`config.mk`:
```
export PLATFORM = sky130hd
export DESIGN_NAME = rx_bist_top
export DESIGN_NICKNAME = d
export VERILOG_FILES = /design/src/design/rx_pkg.sv /design/src/design/code_slicer.sv /design/src/design/prbs_gen.sv /design/src/design/prbs_checker.sv /design/src/design/bist_ctrl.sv /design/src/design/rx_bist_top.sv
export SDC_FILE = /design/constraint.sdc
export NUM_CORES = 1
export LEC_CHECK = 0
export BUFFER_PORTS_ARGS = -buffer_cell sky130_fd_sc_hd__buf_2
export CAP_MARGIN = 30
export CORE_MARGIN = 2
export CORE_UTILIZATION = 49
export DETAILED_ROUTE_END_ITERATION = 10
export PLACE_DENSITY_LB_ADDON = 0.2
export SETUP_SLACK_MARGIN = 0.02
export SLEW_MARGIN = 20
export SYNTH_ARGS = -nofsm -noshare
export SYNTH_HDL_FRONTEND = slang
export SYNTH_SLANG_ARGS = --single-unit
```
`constraint.sdc`:
```
create_clock -name clk_adc -period 7.5 [get_ports clk_adc]
set_input_delay 0 -clock clk_adc [delete_from_list [all_inputs] [get_ports clk_adc]]
set_output_delay 0 -clock clk_adc [all_outputs]
set_load 0.01 [all_outputs]
```
`src/design/rx_pkg.sv`:
```
package rx_pkg;

    //////////////////////////////
    // data widths
    //////////////////////////////

    // one ADC code, two's complement
    localparam int NADC = 8;

    // default number of interleaved lanes
    localparam int NTI_DEF = 16;

    // PRBS7, taps at n-6 and n-7
    localparam int NPRBS = 7;

    // error and total bit counters
    localparam int CNT_W = 32;

    // cycles held in wait after reset
    localparam int WAIT_CYCLES = 32;

    //////////////////////////////
    // enums
    //////////////////////////////

    typedef enum logic {
        SRC_ADC  = 1'b0,
        SRC_BIST = 1'b1
    } rx_src_e;

    typedef enum logic [1:0] {
        ST_WAIT  = 2'd0,
        ST_SYNC  = 2'd1,
        ST_CHECK = 2'd2
    } bist_state_e;

endpackage

```
`src/design/code_slicer.sv`:
```
`timescale 1ns/1ps

module code_slicer #(
    parameter int NTI = rx_pkg::NTI_DEF
) (
    input  logic                           clk_adc,
    input  logic                           cdr_rstb,
    input  logic signed [rx_pkg::NADC-1:0] code_i [NTI-1:0],
    input  logic signed [rx_pkg::NADC-1:0] threshold_i,
    output logic        [NTI-1:0]          bits_o
);

    // raw decisions, one per lane
    logic [NTI-1:0] above_thr;
    logic [NTI-1:0] bits_q;

    //////////////////////////////
    // comparator bank
    //////////////////////////////

    // signed compare, equal codes slice to 0
    always_comb begin
        for (int i = 0; i < NTI; i++) begin
            above_thr[i] = (code_i[i] > threshold_i);
        end
    end

    //////////////////////////////
    // decision register
    //////////////////////////////

    always_ff @(posedge clk_adc or negedge cdr_rstb) begin
        if (!cdr_rstb) begin
            bits_q <= '0;
        end else begin
            bits_q <= above_thr;
        end
    end

    assign bits_o = bits_q;

endmodule

```
`src/design/prbs_gen.sv`:
```
`timescale 1ns/1ps

module prbs_gen #(
    parameter int                      NTI       = rx_pkg::NTI_DEF,
    parameter logic [rx_pkg::NPRBS-1:0] PRBS_SEED = '1
) (
    input  logic           clk_adc,
    input  logic           cdr_rstb,
    input  logic           inj_err_i,
    output logic [NTI-1:0] bits_o
);
    import rx_pkg::*;

    // bit 0 of the state is the oldest stream bit
    logic [NPRBS-1:0]     state_q;
    logic [NTI+NPRBS-1:0] seq;
    logic [NTI-1:0]       word;
    logic [NTI-1:0]       inj_mask;
    logic [NTI-1:0]       bits_q;

    // extend the last NPRBS bits by NTI new ones
    function automatic logic [NTI+NPRBS-1:0] extend_seq(input logic [NPRBS-1:0] hist);
        logic [NTI+NPRBS-1:0] s;
        s = '0;
        s[NPRBS-1:0] = hist;
        // b[n] = b[n-6] ^ b[n-7]
        for (int i = 0; i < NTI; i++) begin
            s[NPRBS+i] = s[i+1] ^ s[i];
        end
        return s;
    endfunction

    assign seq  = extend_seq(state_q);
    assign word = seq[NPRBS +: NTI];

    // single flipped bit on lane 0
    assign inj_mask = {{(NTI-1){1'b0}}, inj_err_i};

    //////////////////////////////
    // state and output word
    //////////////////////////////

    always_ff @(posedge clk_adc or negedge cdr_rstb) begin
        if (!cdr_rstb) begin
            state_q <= PRBS_SEED;
            bits_q  <= '0;
        end else begin
            // state advances from the clean word only
            state_q <= seq[NTI +: NPRBS];
            bits_q  <= word ^ inj_mask;
        end
    end

    assign bits_o = bits_q;

endmodule

```
`src/design/prbs_checker.sv`:
```
`timescale 1ns/1ps

module prbs_checker #(
    parameter int NTI = rx_pkg::NTI_DEF
) (
    input  logic                     clk_adc,
    input  logic                     cdr_rstb,
    input  logic [NTI-1:0]           adc_bits_i,
    input  logic [NTI-1:0]           bist_bits_i,
    input  rx_pkg::rx_src_e          src_sel_i,
    input  logic                     hist_load_i,
    input  logic                     count_en_i,
    input  logic                     cnt_clear_i,
    output logic [rx_pkg::CNT_W-1:0] err_count_o,
    output logic [rx_pkg::CNT_W-1:0] total_count_o
);
    import rx_pkg::*;

    localparam int ERR_W = $clog2(NTI + 1);

    logic [NTI-1:0]       rx_word;
    // received history, bit 0 oldest
    logic [NPRBS-1:0]     hist_q;
    logic [NTI+NPRBS-1:0] stream;
    logic [NTI-1:0]       err_vec;
    logic [ERR_W-1:0]     err_num;
    logic [CNT_W:0]       err_sum;
    logic [CNT_W:0]       total_sum;
    logic [CNT_W-1:0]     err_cnt_q;
    logic [CNT_W-1:0]     total_cnt_q;

    //////////////////////////////
    // source select
    //////////////////////////////

    assign rx_word = (src_sel_i == SRC_BIST) ? bist_bits_i : adc_bits_i;

    // history below, current word above
    assign stream = {rx_word, hist_q};

    //////////////////////////////
    // self-synchronizing check
    //////////////////////////////

    // lane i sits at stream[NPRBS+i], its taps at i+1 and i
    always_comb begin
        for (int i = 0; i < NTI; i++) begin
            err_vec[i] = stream[NPRBS+i] ^ stream[i+1] ^ stream[i];
        end
    end

    // number of failing lanes this word
    always_comb begin
        err_num = '0;
        for (int i = 0; i < NTI; i++) begin
            err_num = err_num + ERR_W'(err_vec[i]);
        end
    end

    always_ff @(posedge clk_adc or negedge cdr_rstb) begin
        if (!cdr_rstb) begin
            hist_q <= '0;
        end else if (hist_load_i || count_en_i) begin
            hist_q <= stream[NTI +: NPRBS];
        end
    end

    //////////////////////////////
    // saturating counters
    //////////////////////////////

    // one spare bit catches the wrap
    assign err_sum   = {1'b0, err_cnt_q} + (CNT_W+1)'(err_num);
    assign total_sum = {1'b0, total_cnt_q} + (CNT_W+1)'(NTI);

    always_ff @(posedge clk_adc or negedge cdr_rstb) begin
        if (!cdr_rstb) begin
            err_cnt_q   <= '0;
            total_cnt_q <= '0;
        end else if (cnt_clear_i) begin
            err_cnt_q   <= '0;
            total_cnt_q <= '0;
        end else if (count_en_i) begin
            err_cnt_q   <= err_sum[CNT_W] ? '1 : err_sum[CNT_W-1:0];
            total_cnt_q <= total_sum[CNT_W] ? '1 : total_sum[CNT_W-1:0];
        end
    end

    assign err_count_o   = err_cnt_q;
    assign total_count_o = total_cnt_q;

endmodule

```
`src/design/bist_ctrl.sv`:
```
`timescale 1ns/1ps

module bist_ctrl (
    input  logic clk_adc,
    input  logic cdr_rstb,
    input  logic restart_i,
    output logic ctl_valid_o,
    output logic hist_load_o,
    output logic count_en_o,
    output logic cnt_clear_o
);
    import rx_pkg::*;

    localparam int                WAIT_W    = $clog2(WAIT_CYCLES);
    localparam logic [WAIT_W-1:0] WAIT_LAST = WAIT_W'(WAIT_CYCLES - 1);

    bist_state_e       state_q;
    bist_state_e       state_d;
    logic [WAIT_W-1:0] wait_cnt_q;
    logic              wait_done;
    logic              ctl_valid_q;

    //////////////////////////////
    // reset wait
    //////////////////////////////

    // counter parks on its last value
    assign wait_done = (wait_cnt_q == WAIT_LAST);

    always_ff @(posedge clk_adc or negedge cdr_rstb) begin
        if (!cdr_rstb) begin
            wait_cnt_q  <= '0;
            ctl_valid_q <= 1'b0;
        end else begin
            if (!wait_done) begin
                wait_cnt_q <= wait_cnt_q + 1'b1;
            end
            // rises on the 32nd edge, then holds
            ctl_valid_q <= wait_done;
        end
    end

    //////////////////////////////
    // phase FSM
    //////////////////////////////

    always_comb begin
        state_d = state_q;
        case (state_q)
            ST_WAIT: begin
                if (wait_done) begin
                    state_d = ST_SYNC;
                end
            end
            // one cycle of history fill
            ST_SYNC: begin
                state_d = restart_i ? ST_SYNC : ST_CHECK;
            end
            ST_CHECK: begin
                if (restart_i) begin
                    state_d = ST_SYNC;
                end
            end
            default: begin
                state_d = ST_WAIT;
            end
        endcase
    end

    always_ff @(posedge clk_adc or negedge cdr_rstb) begin
        if (!cdr_rstb) begin
            state_q <= ST_WAIT;
        end else begin
            state_q <= state_d;
        end
    end

    // clear lands on the same edge that enters sync
    assign cnt_clear_o = (state_d == ST_SYNC) && ((state_q == ST_WAIT) || restart_i);
    assign hist_load_o = (state_q == ST_SYNC);
    assign count_en_o  = (state_q == ST_CHECK);
    assign ctl_valid_o = ctl_valid_q;

endmodule

```
`src/design/rx_bist_top.sv`:
```
`timescale 1ns/1ps

module rx_bist_top #(
    parameter int                       NTI       = rx_pkg::NTI_DEF,
    parameter logic [rx_pkg::NPRBS-1:0] PRBS_SEED = '1
) (
    input  logic                           clk_adc,
    input  logic                           cdr_rstb,
    input  logic signed [rx_pkg::NADC-1:0] code_i [NTI-1:0],
    input  logic signed [rx_pkg::NADC-1:0] threshold_i,
    input  rx_pkg::rx_src_e                src_sel_i,
    input  logic                           inj_err_i,
    input  logic                           restart_i,
    output logic                           ctl_valid_o,
    output logic        [rx_pkg::CNT_W-1:0] err_count_o,
    output logic        [rx_pkg::CNT_W-1:0] total_count_o
);

    // sliced ADC word and BIST word
    logic [NTI-1:0] slice_bits;
    logic [NTI-1:0] gen_bits;

    // controller to checker
    logic hist_load;
    logic count_en;
    logic cnt_clear;

    //////////////////////////////
    // phase control
    //////////////////////////////

    bist_ctrl i_bist_ctrl (
        .clk_adc     (clk_adc),
        .cdr_rstb    (cdr_rstb),
        .restart_i   (restart_i),
        .ctl_valid_o (ctl_valid_o),
        .hist_load_o (hist_load),
        .count_en_o  (count_en),
        .cnt_clear_o (cnt_clear)
    );

    //////////////////////////////
    // ADC decisions
    //////////////////////////////

    code_slicer #(
        .NTI (NTI)
    ) i_code_slicer (
        .clk_adc     (clk_adc),
        .cdr_rstb    (cdr_rstb),
        .code_i      (code_i),
        .threshold_i (threshold_i),
        .bits_o      (slice_bits)
    );

    //////////////////////////////
    // BIST source
    //////////////////////////////

    prbs_gen #(
        .NTI       (NTI),
        .PRBS_SEED (PRBS_SEED)
    ) i_prbs_gen (
        .clk_adc   (clk_adc),
        .cdr_rstb  (cdr_rstb),
        .inj_err_i (inj_err_i),
        .bits_o    (gen_bits)
    );

    //////////////////////////////
    // checker and counters
    //////////////////////////////

    prbs_checker #(
        .NTI (NTI)
    ) i_prbs_checker (
        .clk_adc       (clk_adc),
        .cdr_rstb      (cdr_rstb),
        .adc_bits_i    (slice_bits),
        .bist_bits_i   (gen_bits),
        .src_sel_i     (src_sel_i),
        .hist_load_i   (hist_load),
        .count_en_i    (count_en),
        .cnt_clear_i   (cnt_clear),
        .err_count_o   (err_count_o),
        .total_count_o (total_count_o)
    );

endmodule

```
Word-level counts from Yosys, hierarchy flattened
Cells that the tools add are included.

word-level totals
  bits in read-only memories = 0
  latch bits = 0
  memories = 0
  register bits = 118
  RAM bits = 0

operators by class
  $add $sub $neg = 18
  shift-type cells = 0
  multiply operators = 0
  divide/modulo/power cells = 0
  bitwise gates (word level) = 49
  mux-type cells = 11
  reductions and logical operators = 5
  order comparisons = 16
  eq/ne operators = 4

operator list
  cell                   number
  $mux 32                6
  $gt 8x8->1             16
  $add 5x1->5            14
  $xor 1x1->1            48
  $add 32x5->33          1
  $add 32x5->33 const B  1
  $mux 16                1
  $xor 16x1->16          1
  $mux 2                 3
  $pmux 2 s3             1
  $add 5x1->5 const B    1
  $eq 5x5->1 const B     1
  $eq 2x1->1 const B     2
  $add 1x1->2            1
  $eq 2x2->1 const B     1
  $logic_not 2->1        1
  $logic_or 1x1->1       2
  $reduce_bool 2->1      1
  $logic_and 1x1->1      1

Logic depth before layout (Yosys ltp)
Gate-level depths: netlist (run 1).

  depth in word-level cells = 22
  mapped depth = 22
  gate-level depth less buffers = 20

Cells and area by module
From an unflattened synthesis (run 1), not the netlist that was laid out.

second synthesis, totals
  cells, all modules = 961
  area, all modules = 9091.2 sq um

modules (own cells, without submodules)
  module        cells an instance  seq. area each (sq um)  instances  area each (sq um)
  prbs_checker  528                1701.6                  1          4708.3
  code_slicer   365                400.4                   1          3271.9
  prbs_gen      43                 584.3                   1          765.7
  bist_ctrl     25                 200.2                   1          345.3

Least setup slack after synthesis (run 1)
Ideal clock, no wire load.

  path type = input-to-reg
  start point = input port src_sel_i
  end point = register i_prbs_checker.err_cnt_q[30] (netlist: i_prbs_checker.err_count_o[30])
  data required time = 7.406 ns
  arrival time = 5.874 ns
  path slack = 1.532 ns
  stages on the path = 18
  setup time = 0.094 ns
  path buffers = 2
  path through = clkbuf_1 -> buf_1 -> mux2i_1 -> xnor2_1 -> ha_1 -> fa_1 -> fa_1 -> fa_1 -> inv_1 -> fa_1 -> fa_1 -> fa_1 -> fa_1 -> nor2b_1 -> o31ai_2 -> a211oi_1 -> a31oi_1 -> a211oi_1

on the way
  longest elaborated chain between the ends = 22
  elaborated cells on any way between the ends = 52
  classes of those cells = add/sub (16); mux (4); bitwise (32)

RTL lines
  element                     line                RTL
  start: declaration          rx_bist_top.sv:11   input rx_pkg::rx_src_e src_sel_i,
  $mux 16 *                   prbs_checker.sv:36  assign rx_word = (src_sel_i == SRC_BIST) ? bist_bits_i : adc_bits_i;
  $xor 1x1->1 (2 in series)   prbs_checker.sv:48  err_vec[i] = stream[NPRBS+i] ^ stream[i+1] ^ stream[i];
  $add 1x1->2                 prbs_checker.sv:56  err_num = err_num + ERR_W'(err_vec[i]);
  $add 5x1->5 (13 in series)  prbs_checker.sv:56
  $add 5x1->5 *               prbs_checker.sv:56
  $add 32x5->33 *             prbs_checker.sv:73  assign err_sum = {1'b0, err_cnt_q} + (CNT_W+1)'(err_num);
  $mux 32 *                   prbs_checker.sv:84  err_cnt_q <= err_sum[CNT_W] ? '1 : err_sum[CNT_W-1:0];
  $mux 32 *                   prbs_checker.sv:83  end else if (count_en_i) begin
  $mux 32 *                   prbs_checker.sv:80  end else if (cnt_clear_i) begin
  end signal: assignment      prbs_checker.sv:84
  end: declaration            prbs_checker.sv:29  logic [CNT_W-1:0] err_cnt_q;

Every way passes the cells marked *; elsewhere a longest branch is shown, timed or not. The select of a mux whose other input is x is not followed.
A chain may end at the register's enable or synchronous reset.

Final worst setup path (run 1)
  start point = register i_prbs_checker.hist_q[1]
  end point = register i_prbs_checker.err_cnt_q[29] (netlist: i_prbs_checker.err_count_o[29])

on the way
  longest elaborated chain between the ends = 21
  elaborated cells on any way between the ends = 22
  classes of those cells = add/sub (16); mux (3); bitwise (3)

RTL lines
  element                       line                RTL
  start: declaration            prbs_checker.sv:23  logic [NPRBS-1:0] hist_q;
  start signal: assignment      prbs_checker.sv:64  hist_q <= stream[NTI +: NPRBS];
  $xor 1x1->1 (2 in series)     prbs_checker.sv:48
  $add 1x1->2 *                 prbs_checker.sv:56
  $add 5x1->5 * (14 in series)  prbs_checker.sv:56
  $add 32x5->33 *               prbs_checker.sv:73
  $mux 32 *                     prbs_checker.sv:84
  $mux 32 *                     prbs_checker.sv:83
  $mux 32 *                     prbs_checker.sv:80

Marked as above.

==> impl_results.md, run 1 <==
* Post-layout nets at ~1500
* End point of the worst hold path: i_code_slicer.bits_o[12]$_DFF_PN0_
* Root buf cell: clkbuf_16
* Post-Route WL at around 23 mm
* HPWL reported at the end of detailed placement at 17.9 mm
* Mean post-synth cell area at just under 10 um^2
* Antenna viol nets, final at 0
* Count of standard-cell rows at 50
* Number of cells traversed by the worst register-to-register path at 16
* DRC violation count after routing at 0
* Cell Pwr Density at ~420 nW/um^2
* Required time at the worst-slack endpoint at 7820 ps
* # resized after CTS at 0
* Async SR Flop Fraction at 100%
* Unrepaired setup endpoints after global routing: no
* Die area at 20100 um^2
* Pre-Repair DR Iteration Count at 5
* Critical path class: flip-flop to flip-flop
* Clock insertion delay at the later pin of the skew report at roughly 420 ps
* Clock slew at the register clock pins of the worst setup and hold paths at roughly 50 ps
* GP Congestion at 0.846
* Largest buffer count on any clock path at 2
* Main flop type after synthesis: dfrtp_1
* Top area cells in the synthesized netlist: dfrtp_1 (29%), ha_1 (19%), xnor2_1 (4.6%), xor2_1 (4.3%), o21ai_0 (4.1%)
* Final-layout setup total negative slack at 0 ps
* Initial drt markers at around 360
* Number of antenna repair diodes at 0
* Wirelength per Cell at 16.5 um
* Initial Utilization at 49.8%
* Netlist cell types at 63
* Lkg Pwr at about 5.5 nW
* Share of cells above drive strength 1 at about 22%
* Number of vias after detailed routing at 8081
* Antenna violations before repair at 0
* Outcome: finished clean
* Total number of clock tree sinks at approximately 120
* Synthesized cell area at between 9000 and 10000 um^2
* Final max-slew violation count at 0
* Data arrival, critical path at 6640 ps
* Number of clock buffers inserted by TritonCTS at 17
* Warnings, synthesis at 0
* Total of buffers placed on input and output ports at around 210
* Worst Setup End Kind: flip-flop
* Rel. slew slack at 44.4%
* Number of ports placed on the die boundary at 206
* Yosys reg bits at around 120
* All-layer global routing usage at about a quarter
* Largest net degree at the start of global routing at around 60
* Number of enable-type register cells in the synthesized netlist at 0
* Crit share post-route at 84.3%
* Die outline width at roughly 140 um
* Worst clock skew on the final layout at between 7 and 8 ps
* Highest net fanout along the worst path at 12
* Fraction of synthesized cell area taken by the top area cell type at just under 30%
* Startpoint kind of the worst setup timing path: flip-flop
* Achievable Freq at roughly 0.16 GHz
* Share of the yosys chip area belonging to registers at a little under a third
* Number of nets in the synthesized netlist at between 1000 and 1500
* Register-to-Register Setup Slack at 1180 ps
* Number of inserted filler cells in the final layout at around 1600
* Library cell occupying the most area in the post-synthesis netlist: dfrtp_1
* Number of hold violations in the final report at 0
* Via count of the first global-routing pass at approximately 8000
* Transition time at the pin with the least slew margin at a little over 800 ps
* Layout-stage area growth over the synthesis result at 21.0%
* Die Ht at roughly 140 um
* Minimum period implied by the final worst setup slack at around 6300 ps
* First-pass GRT wire length at roughly 39 mm
* Cell depth of the worst hold path at 3
* Post-CTS Setup Inserts at 0
* Avg Vias per Cell at between 5 and 6
* Hold_sp: code_i[103]
* Hold_ws at 21.2 ps
* Worst reg2reg path startpoint: i_prbs_checker.hist_q[1]$_DFFE_PN0P_
* Number of hold buffers added after CTS at 11
* Class of the tightest hold or removal check: primary input to flip-flop
* Count of max-cap constraint violations at 0
* Setup-failing EPs final at 0
* Max IR drop VDD at around 800 uV
* Core Box Area at roughly 19000 um^2
* Count of mapped cells out of synthesis at roughly 960
* Global-route congestion overflow total at 0
* CTS HTree Levels at 4
* CTS tree: done
* R2r endpoint: i_prbs_checker.err_count_o[29]$_DFFE_PN0P_
report_power, final:
part           leakage, nW  switching [mW]  total [mW]  internal [mW]
clock network        0.303           0.288       0.862          0.573
registers             1.48          0.0540       0.728          0.674
logic                 3.75            1.69        3.12           1.42
total                 5.54            2.04        4.71           2.67
routing by layer:
metal	global-route usage [%]	routed length, um	vias to the layer above
met2	38.9	10800	254
li1	-	-	4006
met3	5.10	1280	23
met5	0	0	-
met1	32.1	10900	3798
met4	7.37	328	0
cell families after synthesis:
family / synth area share (%)
compound gates: 16.6
xor+xnor: 8.93
fa+ha+maj: 21.8
buf+inv: 3.96
flops: 31.0
mux: 1.85
simple gates: 15.9
placed cells by master (no fill, tap or decap), types with 15 or more instances in the layout:
cell type / n
nor3_1: 34
a21oi_1: 23
clkbuf_16: 17
buf_2: 204
nand3_1: 35
and3_1: 21
xnor2_1: 49
o21ai_0: 77
inv_1: 57
mux2i_1: 15
nand4_1: 30
nor2_1: 54
nor2b_1: 22
a31oi_1: 19
o221ai_1: 16
dfrtp_1: 108
xor2_1: 46
o21a_1: 35
a2111o_1: 16
ha_1: 145
nand2_1: 29
synth_stat cells, drive strengths merged, types with 3 or more instances:
library cell	n
a2111o	16
a211oi	8
a21o	3
a21oi	23
a311oi	4
a31oi	19
a41oi	6
and2	9
and3	21
and4	10
buf	16
clkbuf	15
dfrtp	108
dfstp	7
fa	11
ha	145
inv	57
mux2i	15
nand2	30
nand3	35
nand4	32
nand4b	3
nor2	55
nor2b	22
nor3	35
nor4b	3
o211ai	4
o21a	35
o21ai	80
o221ai	16
xnor2	49
xor2	46
critical path, stage by stage (launching register included):
cell and delay (ps):
dfrtp_1 410, xor2_1 180, xnor2_1 140, ha_1 320, fa_1 520, fa_1 520, fa_1 540, inv_1 50
fa_1 500, fa_1 470, fa_1 490, fa_1 440, nor2b_1 230, o31ai_2 160, a2111oi_4 800, nor3b_1 180
a211oi_1 280
worst max-delay path by stage:
stage | start | to | slack (ps) | cells after the start
4_1_cts | i_prbs_gen.bits_o[0]$_DFF_PN0_ | i_prbs_checker.err_count_o[9]$_DFFE_PN0P_ | 1160 | 16
5_1_grt | i_prbs_checker.hist_q[1]$_DFFE_PN0P_ | i_prbs_checker.err_count_o[9]$_DFFE_PN0P_ | 940 | 17
3_5_place_dp | src_sel_i | i_prbs_checker.err_count_o[9]$_DFFE_PN0P_ | 1140 | 17
3_3_place_gp | src_sel_i | i_prbs_checker.err_count_o[9]$_DFFE_PN0P_ | 1290 | 17
2_1_floorplan | src_sel_i | i_prbs_checker.err_count_o[30]$_DFFE_PN0P_ | 1530 | 18
6_report | i_prbs_checker.hist_q[1]$_DFFE_PN0P_ | i_prbs_checker.err_count_o[29]$_DFFE_PN0P_ | 1180 | 16
state kept, by name, summed over array words and instances (netlist names):
register                      cells
i_prbs_checker.err_count_o       32
i_prbs_checker.total_count_o     29
i_code_slicer.bits_o             16
i_prbs_gen.bits_o                16
i_prbs_checker.hist_q             7
i_prbs_gen.state_q                7
i_bist_ctrl.wait_cnt_q            5
i_bist_ctrl.state_q               2
i_bist_ctrl.ctl_valid_o           1
layout make-up:
type                    count  area [um^2]  area share, %
multi-input cells         760         6060           53.8
clock buffers              20          457           4.05
repair buffers            222         1180           10.5
clock inverters            12          179           1.59
flip-flops and latches    115         2890           25.6
inverters                  57          214           1.90
well taps                 234          293           2.60
stage by stage:
stage / worst slack, ps / instances / instance area, um^2 / power (mW) / util, %
floorplan: 1530 / 963 / 9320 / 3.28 / -
global placement: 1290 / 1376 / 10500 / 3.82 / 56.3
detailed placement: 1140 / 1377 / 10500 / 3.89 / 56.3
CTS: 1160 / 1420 / 11300 / 4.78 / 60.3
global route: 939 / 1420 / 11300 / 5.26 / 60.3
finish: 1180 / 1420 / 11300 / 4.71 / 60.3
(Power assumes the default switching activity.)
==> run 2: changes to the inputs <==
==> constraint.sdc (replaced) <==
create_clock -name clk_adc -period 5.5 [get_ports clk_adc]
set_input_delay 0 -clock clk_adc [delete_from_list [all_inputs] [get_ports clk_adc]]
set_output_delay 0 -clock clk_adc [all_outputs]
set_load 0.01 [all_outputs]
==> run 2 against run 1 <==
  * The run now ends with setup timing left
  * Clock skew down 0.62 ps
  * Sequential share of layout area is 1.3 points lower
  * Die area stayed put
  * Critical path type unchanged
==> impl_results.md, run 2 (synthesized netlist as in run 1, its figures left out) <==
* Worst reg2reg path startpoint: i_prbs_checker.hist_q[1]$_DFFE_PN0P_ (unchanged)
* Count of standard-cell rows at 50 (unchanged)
* Max IR drop VDD at 1300 uV (was 817 uV)
* HPWL reported at the end of detailed placement at 18.3 mm (was 17.9 mm)
* Unrepaired setup endpoints after global routing: yes (was no)
* Total number of clock tree sinks at 115 (unchanged)
* Number of inserted filler cells in the final layout at 1578 (was 1614)
* Minimum period implied by the final worst setup slack at 5590 ps (was 6320 ps)
* Largest register FFs at 32 (unchanged)
* Data arrival, critical path at 5910 ps (was 6640 ps)
* Largest buffer count on any clock path at 2 (unchanged)
* Largest net degree at the start of global routing at 67 (was 59)
* Crit share post-route at 102% (was 84.3%)
* DRC violation count after routing at 0 (unchanged)
* R2r endpoint: i_prbs_checker.err_count_o[14]$_DFFE_PN0P_ (was i_prbs_checker.err_count_o[29]$_DFFE_PN0P_)
* Critical path buffers and inverters at 3 (was 1)
* Avg Vias per Cell at 5.69 (about the same)
* Post-Route WL at 24.8 mm (was 23.4 mm)
* First-pass GRT wire length at 39.5 mm (was 38.9 mm)
* GP Congestion at 0.838 (was 0.846)
* CTS HTree Levels at 4 (unchanged)
* Number of hold violations in the final report at 0 (unchanged)
* Transition time at the pin with the least slew margin at 848 ps (was 830 ps)
* Inst Count DP at 1408 (was 1377)
* Core Box Area at 18700 um^2 (unchanged)
* Register-to-Register Setup Slack at -90 ps (was 1180 ps)
* All-layer global routing usage at 24.6% (was 23.9%)
* Die Ht at 142 um (unchanged)
* Die area at 20100 um^2 (unchanged)
* Final-layout setup total negative slack at -834 ps (was 0 ps)
* Share of cells above drive strength 1 at 27.4% (was 22.3%)
* Antenna violations before repair at 1 (was 0)
* Sequential standard cell area at 2890 um^2 (unchanged)
* Count of non-filler cells in the finished layout at 1458 (was 1420)
* Initial Utilization at 49.8% (unchanged)
* Root buf cell: clkbuf_16 (unchanged)
* Pre-CTS setup slack at -226 ps (was 1140 ps)
* Clock slew at the register clock pins of the worst setup and hold paths at 50 ps (about the same)
* Count of max-cap constraint violations at 0 (unchanged)
* Lkg Pwr at 5.83 nW (was 5.54 nW)
* Antenna viol nets, final at 0 (unchanged)
* Die outline width at 142 um (unchanged)
* End point of the worst hold path: i_code_slicer.bits_o[6]$_DFF_PN0_ (was i_code_slicer.bits_o[12]$_DFF_PN0_)
* Required time at the worst-slack endpoint at 5820 ps (was 7820 ps)
* Number of cells traversed by the worst register-to-register path at 18 (was 16)
* Wirelength per Cell at 17.0 um (was 16.5 um)
* Achievable Freq at 0.179 GHz (was 0.158 GHz)
* Startpoint kind of the worst setup timing path: flip-flop (unchanged)
* Hold_sp: code_i[55] (was code_i[103])
* Post-layout nets at 1508 (was 1470)
* Highest-count cells in the layout ignoring fill and taps: buf_2 (205), ha_1 (142), dfrtp_1 (108) (was buf_2 (204), ha_1 (145), dfrtp_1 (108))
* Worst Setup Slack, final at -85.1 ps (was 1180 ps)
* Outcome: finished, violations left (was finished clean)
* Setup-failing EPs final at 21 (was 0)
* Worst Setup End Kind: flip-flop (unchanged)
* Number of vias after detailed routing at 8303 (was 8081)
* Most frequent standard cell in the layout excluding fill and tap cells: buf_2 (unchanged)
* Rel. slew slack at 43.5% (was 44.4%)
* Cell Pwr Density at 742 nW/um^2 (was 417 nW/um^2)
* Cell depth of the worst hold path at 3 (unchanged)
* Global-route congestion overflow total at 0 (unchanged)
* Via count of the first global-routing pass at 8237 (was 8001)
* Number of antenna repair diodes at 0 (unchanged)
* Final max-slew violation count at 0 (unchanged)
* Violations in the final reports: setup timing
* Total of buffers placed on input and output ports at 205 (unchanged)
* Number of ports placed on the die boundary at 206 (unchanged)
* CP most frequent cell: fa_2 (was fa_1)
* Number of clock buffers inserted by TritonCTS at 17 (unchanged)
* Multi-input logic area at 6290 um^2 (was 6060 um^2)
* Layout-stage area growth over the synthesis result at 27.5% (was 21.0%)
* Worst clock skew on the final layout at 7.04 ps (was 7.67 ps)
* Worst path cell trace: xor2_1, xnor2_1, ha_1, fa_1, fa_2, fa_1, inv_1, fa_1, fa_2, fa_2, fa_2, nor2b_4, o31ai_4, a2111oi_4, buf_4, buf_6, nor3_1, a211oi_1 (was xor2_1, xnor2_1, ha_1, fa_1, fa_1, fa_1, inv_1, fa_1, fa_1, fa_1, fa_1, nor2b_1, o31ai_2, a2111oi_4, nor3b_1, a211oi_1)
* Critical path class: flip-flop to flip-flop (unchanged)
* Clock insertion delay at the later pin of the skew report at 420 ps (about the same)
* Category of cells accounting for the largest share of critical-path delay: adder cells (unchanged)
* Pre-Repair DR Iteration Count at 4 (was 5)
* Highest net fanout along the worst path at 6 (was 12)
* CP max-delay cell: fa_1 (was a2111oi_4)
* CTS tree: done (unchanged)
* Initial drt markers at 361 (was 364)
* Delay contributed by the slowest stage of the critical path at 530 ps (was 800 ps)
* Class of the tightest hold or removal check: primary input to flip-flop (unchanged)
-- run 2: final cells by class --
type	instances	area share, %
clock buffer	24	4.14
clock inverter	8	1.84
inverter	57	1.80
multi-input combinational	762	53.0
sequential	115	24.3
tap	234	2.46
timing repair buffer	258	12.5
-- run 2: tightest hold or removal path: cells and delay by family --
kind | cells | cell delay, ps
fa+ha+maj | 1 | 140
compound gates | 1 | 140
buf+inv | 1 | 80
-- run 2: how the worst max path moves through the flow --
stage | startpoint | depth (start not counted) | endpoint
CTS | i_prbs_checker.hist_q[1]$_DFFE_PN0P_ | 18 | i_prbs_checker.err_count_o[16]$_DFFE_PN0P_
floorplan | i_prbs_checker.hist_q[1]$_DFFE_PN0P_ | 17 | i_prbs_checker.err_count_o[28]$_DFFE_PN0P_
finish | i_prbs_checker.hist_q[1]$_DFFE_PN0P_ | 18 | i_prbs_checker.err_count_o[14]$_DFFE_PN0P_
detailed placement | i_prbs_checker.hist_q[1]$_DFFE_PN0P_ | 17 | i_prbs_checker.err_count_o[5]$_DFFE_PN0P_
global placement | i_prbs_checker.hist_q[1]$_DFFE_PN0P_ | 18 | i_prbs_checker.err_count_o[9]$_DFFE_PN0P_
global route | i_prbs_gen.bits_o[1]$_DFF_PN0_ | 21 | i_prbs_checker.err_count_o[14]$_DFFE_PN0P_
-- run 2: metrics by stage --
stage	utilization (%)	instance area (um^2)	power, mW	hold slack, ps
after global routing	63.5	11900	9.47	19.5
after CTS	62.6	11700	8.11	1.75
after floorplan	-	9360	4.62	-296
after detailed placement	57.8	10800	5.93	56.7
after global placement	57.8	10800	5.86	59.5
final	63.5	11900	8.81	16.3
-- run 2: power breakdown --
group          leakage, nW  total, mW  internal, mW  switching, mW
Clock                0.345       1.32         0.944          0.380
Sequential            1.48      0.988         0.919         0.0685
Combinational         4.00       6.50          3.26           3.24
-- run 2: layer usage --
metal  up-vias  GRT usage, %  part of all wire, %
li1       4074             -                    -
met1      3937          30.3                   44
met2       259          42.2                   48
met3        33          5.70                  6.3
met4         0          9.16                  1.9
met5         -             0                    0
-- run 2: timing repair --
| item | in CTS | in global routing |
|---|---|---|
| buffers inserted | 1 | 6 |
| endpoints found under the hold margin | 52 | 0 |
| setup endpoints to repair | 32 | 32 |
| hold buffers | 7 | 0 |
| pin swaps | 9 | 26 |
| gates resized for setup | 20 | 24 |
| gates cloned | 2 | 2 |
==> run 3: changes to the inputs <==
--- a/config.mk
+++ b/config.mk
@@ -7,6 +7,7 @@
 export LEC_CHECK = 0
 export BUFFER_PORTS_ARGS = -buffer_cell sky130_fd_sc_hd__buf_2
 export CAP_MARGIN = 30
+export CORE_ASPECT_RATIO = 0.75
 export CORE_MARGIN = 2
 export CORE_UTILIZATION = 49
 export DETAILED_ROUTE_END_ITERATION = 10
==> run 3 against run 2 <==
  * Sequential cell count unchanged
  * Worst setup slack improved by 18 ps
  * Power decreased by 8.1%
  * Clock skew increased by 5.4 ps
  * Combinational power decreased by 6.9%
  * Die area about the same
  * Critical endpoint is now i_prbs_checker.err_count_o[30]$_DFFE_PN0P_
  * The flow still finishes with violations (setup timing)
  * Non-clock buffer count increased by 7
  * Clock-buffer cell count decreased by 6
  * Largest power group unchanged
  * Cell count increased by 1.3%
  * Via count decreased by 0.19%
  * Highest routed layer unchanged
  * Register-to-register slack improved by 20 ps
==> impl_results.md, run 3 (synthesized netlist as in run 1, its figures left out) <==
* Die outline width at 163 um (was 142 um)
* Global-route congestion overflow total at 0 (unchanged)
* Largest register FFs at 32 (unchanged)
* Number of antenna repair diodes at 0 (unchanged)
* CTS tree: done (unchanged)
* Total power draw at 8.10 mW (was 8.81 mW)
* Count of standard-cell rows at 43 (was 50)
* Transition time at the pin with the least slew margin at 815 ps (was 848 ps)
* Final cell area excluding filler cells at 11900 um^2 (about the same)
* Number of clock buffers inserted by TritonCTS at 17 (unchanged)
* Total number of clock tree sinks at 115 (unchanged)
* HPWL reported at the end of detailed placement at 18.2 mm (was 18.3 mm)
* Critical path class: flip-flop to flip-flop (unchanged)
* Die Ht at 123 um (was 142 um)
* Most frequent standard cell in the layout excluding fill and tap cells: buf_2 (unchanged)
* Register-to-Register Setup Slack at -70 ps (was -90 ps)
* Largest buffer count on any clock path at 2 (unchanged)
* Die area at 20200 um^2 (was 20100 um^2)
* Violations in the final reports: setup timing (unchanged)
* Total of buffers placed on input and output ports at 205 (unchanged)
* Number of ports placed on the die boundary at 206 (unchanged)
* Core Box Area at 18600 um^2 (was 18700 um^2)
* Cell depth of the worst hold path at 3 (unchanged)
* Count of max-cap constraint violations at 0 (unchanged)
* Worst clock skew on the final layout at 12.5 ps (was 7.04 ps)
* Post-layout nets at 1514 (was 1508)
* Number of vias after detailed routing at 8287 (was 8303)
* Highest net fanout along the worst path at 6 (unchanged)
* Startpoint kind of the worst setup timing path: flip-flop (unchanged)
* All-layer global routing usage at 24.7% (was 24.6%)
* Unrepaired setup endpoints after global routing: yes (unchanged)
* Data arrival, critical path at 5830 ps (was 5910 ps)
* Number of hold violations in the final report at 0 (unchanged)
* Clock insertion delay at the later pin of the skew report at 420 ps (about the same)
* Placed Instance Area at 10800 um^2 (about the same)
* Highest-count cells in the layout ignoring fill and taps: buf_2 (204), ha_1 (143), dfrtp_1 (108) (was buf_2 (205), ha_1 (142), dfrtp_1 (108))
* Worst Setup Slack, final at -66.9 ps (was -85.1 ps)
* Rel. slew slack at 45.6% (was 43.5%)
* Antenna viol nets, final at 0 (unchanged)
* Crit share post-route at 101% (was 102%)
* Initial drt markers at 611 (was 361)
* Post-Route WL at 25.0 mm (was 24.8 mm)
* Final max-slew violation count at 0 (unchanged)
* Cell Pwr Density at 683 nW/um^2 (was 742 nW/um^2)
* Pre-Repair DR Iteration Count at 5 (was 4)
* Minimum period implied by the final worst setup slack at 5570 ps (was 5590 ps)
* CTS HTree Levels at 4 (unchanged)
* DRC violation count after routing at 0 (unchanged)
* Number of cells traversed by the worst register-to-register path at 19 (was 18)
* Layout-stage area growth over the synthesis result at 27.3% (was 27.5%)
* Avg Vias per Cell at 5.61 (was 5.69)
* Achievable Freq at 0.180 GHz (was 0.179 GHz)
* First-pass GRT wire length at 39.5 mm (about the same)
* Antenna violations before repair at 0 (was 1)
* Setup-failing EPs final at 14 (was 21)
* Worst Setup End Kind: flip-flop (unchanged)
* Max IR drop VDD at 1280 uV (was 1300 uV)
* Wirelength per Cell at 16.9 um (was 17.0 um)
* Class of the tightest hold or removal check: primary input to flip-flop (unchanged)
* Via count of the first global-routing pass at 7998 (was 8237)
* Required time at the worst-slack endpoint at 5760 ps (was 5820 ps)
* Share of cells above drive strength 1 at 27.8% (was 27.4%)
* Outcome: finished, violations left (unchanged)
* Clock slew at the register clock pins of the worst setup and hold paths at 60 ps (was 50 ps)
* Largest net degree at the start of global routing at 76 (was 67)
* Initial Utilization at 50.2% (was 49.8%)
* GP Congestion at 0.855 (was 0.838)
* Lkg Pwr at 5.79 nW (was 5.83 nW)
* Root buf cell: clkbuf_16 (unchanged)
run 3: cell types whose count changed in the layout (fill, tap and decap cells not counted), moves of 3 or more:
cell           before  now
a21oi_1            21   18
clkbuf_8            4    1
dlygate4sd3_1       7   11
a21oi_2             2    5
inv_6               0    4
clkinv_2            0    4
clkbuf_1            3    0
buf_6               8    3
buf_4              37   43
bufinv_16           7    1
run 3: final timing paths:
path,from,end
setup / recovery,i_prbs_checker.hist_q[1]$_DFFE_PN0P_,i_prbs_checker.err_count_o[30]$_DFFE_PN0P_
hold / removal,code_i[103],i_code_slicer.bits_o[12]$_DFF_PN0_
setup reg to reg,i_prbs_checker.hist_q[1]$_DFFE_PN0P_,i_prbs_checker.err_count_o[30]$_DFFE_PN0P_
hold reg to reg,i_bist_ctrl.wait_cnt_q[3]$_DFFE_PN0N_,i_bist_ctrl.wait_cnt_q[3]$_DFFE_PN0N_
max in group asynchronous,cdr_rstb,i_prbs_gen.state_q[1]$_DFF_PN1_
min in group asynchronous,cdr_rstb,i_prbs_checker.err_count_o[12]$_DFFE_PN0P_
run 3: timing repair:
| item | 4_1_cts | 5_1_grt |
|---|---|---|
| buffers inserted | 1 | 7 |
| gates cloned | 0 | 3 |
| hold buffers | 11 | 0 |
| resized for setup | 11 | 30 |
| endpoints found under the hold margin | 51 | 0 |
| endpoints found under the setup margin | 32 | 32 |
| pin swaps | 9 | 24 |
run 3: report_power, final:
part / total [mW] / switching (mW) / internal (mW)
registers: 0.995 / 0.0766 / 0.918
logic: 6.05 / 2.99 / 3.06
clock network: 1.06 / 0.420 / 0.636
run 3: metal layers:
layer  vias to the layer above  track usage (%)  part of all wire [%]
li1                       4085                -                     -
met1                      3988             36.0                    50
met2                       194             37.6                    44
met3                        20             4.93                   5.1
met4                         0             6.58                   1.1
met5                         -                0                     0
run 3: through the flow:
| step | TNS [ps] | util [%] | hold slack, ps | setup slack (ps) | cells |
|---|---|---|---|---|---|
| after floorplan | 0 | - | -296 | 22.9 | 963 |
| after global placement | -1260 | 58.4 | 12.7 | -131 | 1421 |
| after detailed placement | -2800 | 58.4 | 17.1 | -214 | 1422 |
| after CTS | 0 | 62.4 | 3.49 | 4.46 | 1466 |
| after global routing | -7740 | 63.9 | 16.4 | -303 | 1477 |
| final | -501 | 63.9 | 1.39 | -66.9 | 1477 |
run 3: final cells by class:
| cell class | instances | area, um^2 |
|---|---|---|
| sequential | 115 | 2890 |
| fill | 1593 | 6700 |
| tap | 247 | 309 |
| clock buffer | 18 | 439 |
| timing repair buffer | 265 | 1580 |
| multi-input combinational | 761 | 6310 |
| clock inverter | 14 | 126 |
| inverter | 57 | 214 |
run 3: worst max-delay path, stage by stage, from the launching register on:
cell and delay, ps:
dfrtp_1 410, xor2_1 180, xnor2_1 140, ha_1 310, fa_1 500, fa_1 440
fa_1 540, inv_1 50, fa_1 450, fa_2 370, fa_2 370, xnor2_2 160
ha_4 180, buf_4 140, o31ai_4 280, a2111oi_4 110, buf_4 170, buf_12 130
nor4b_1 350, a211oi_1 140
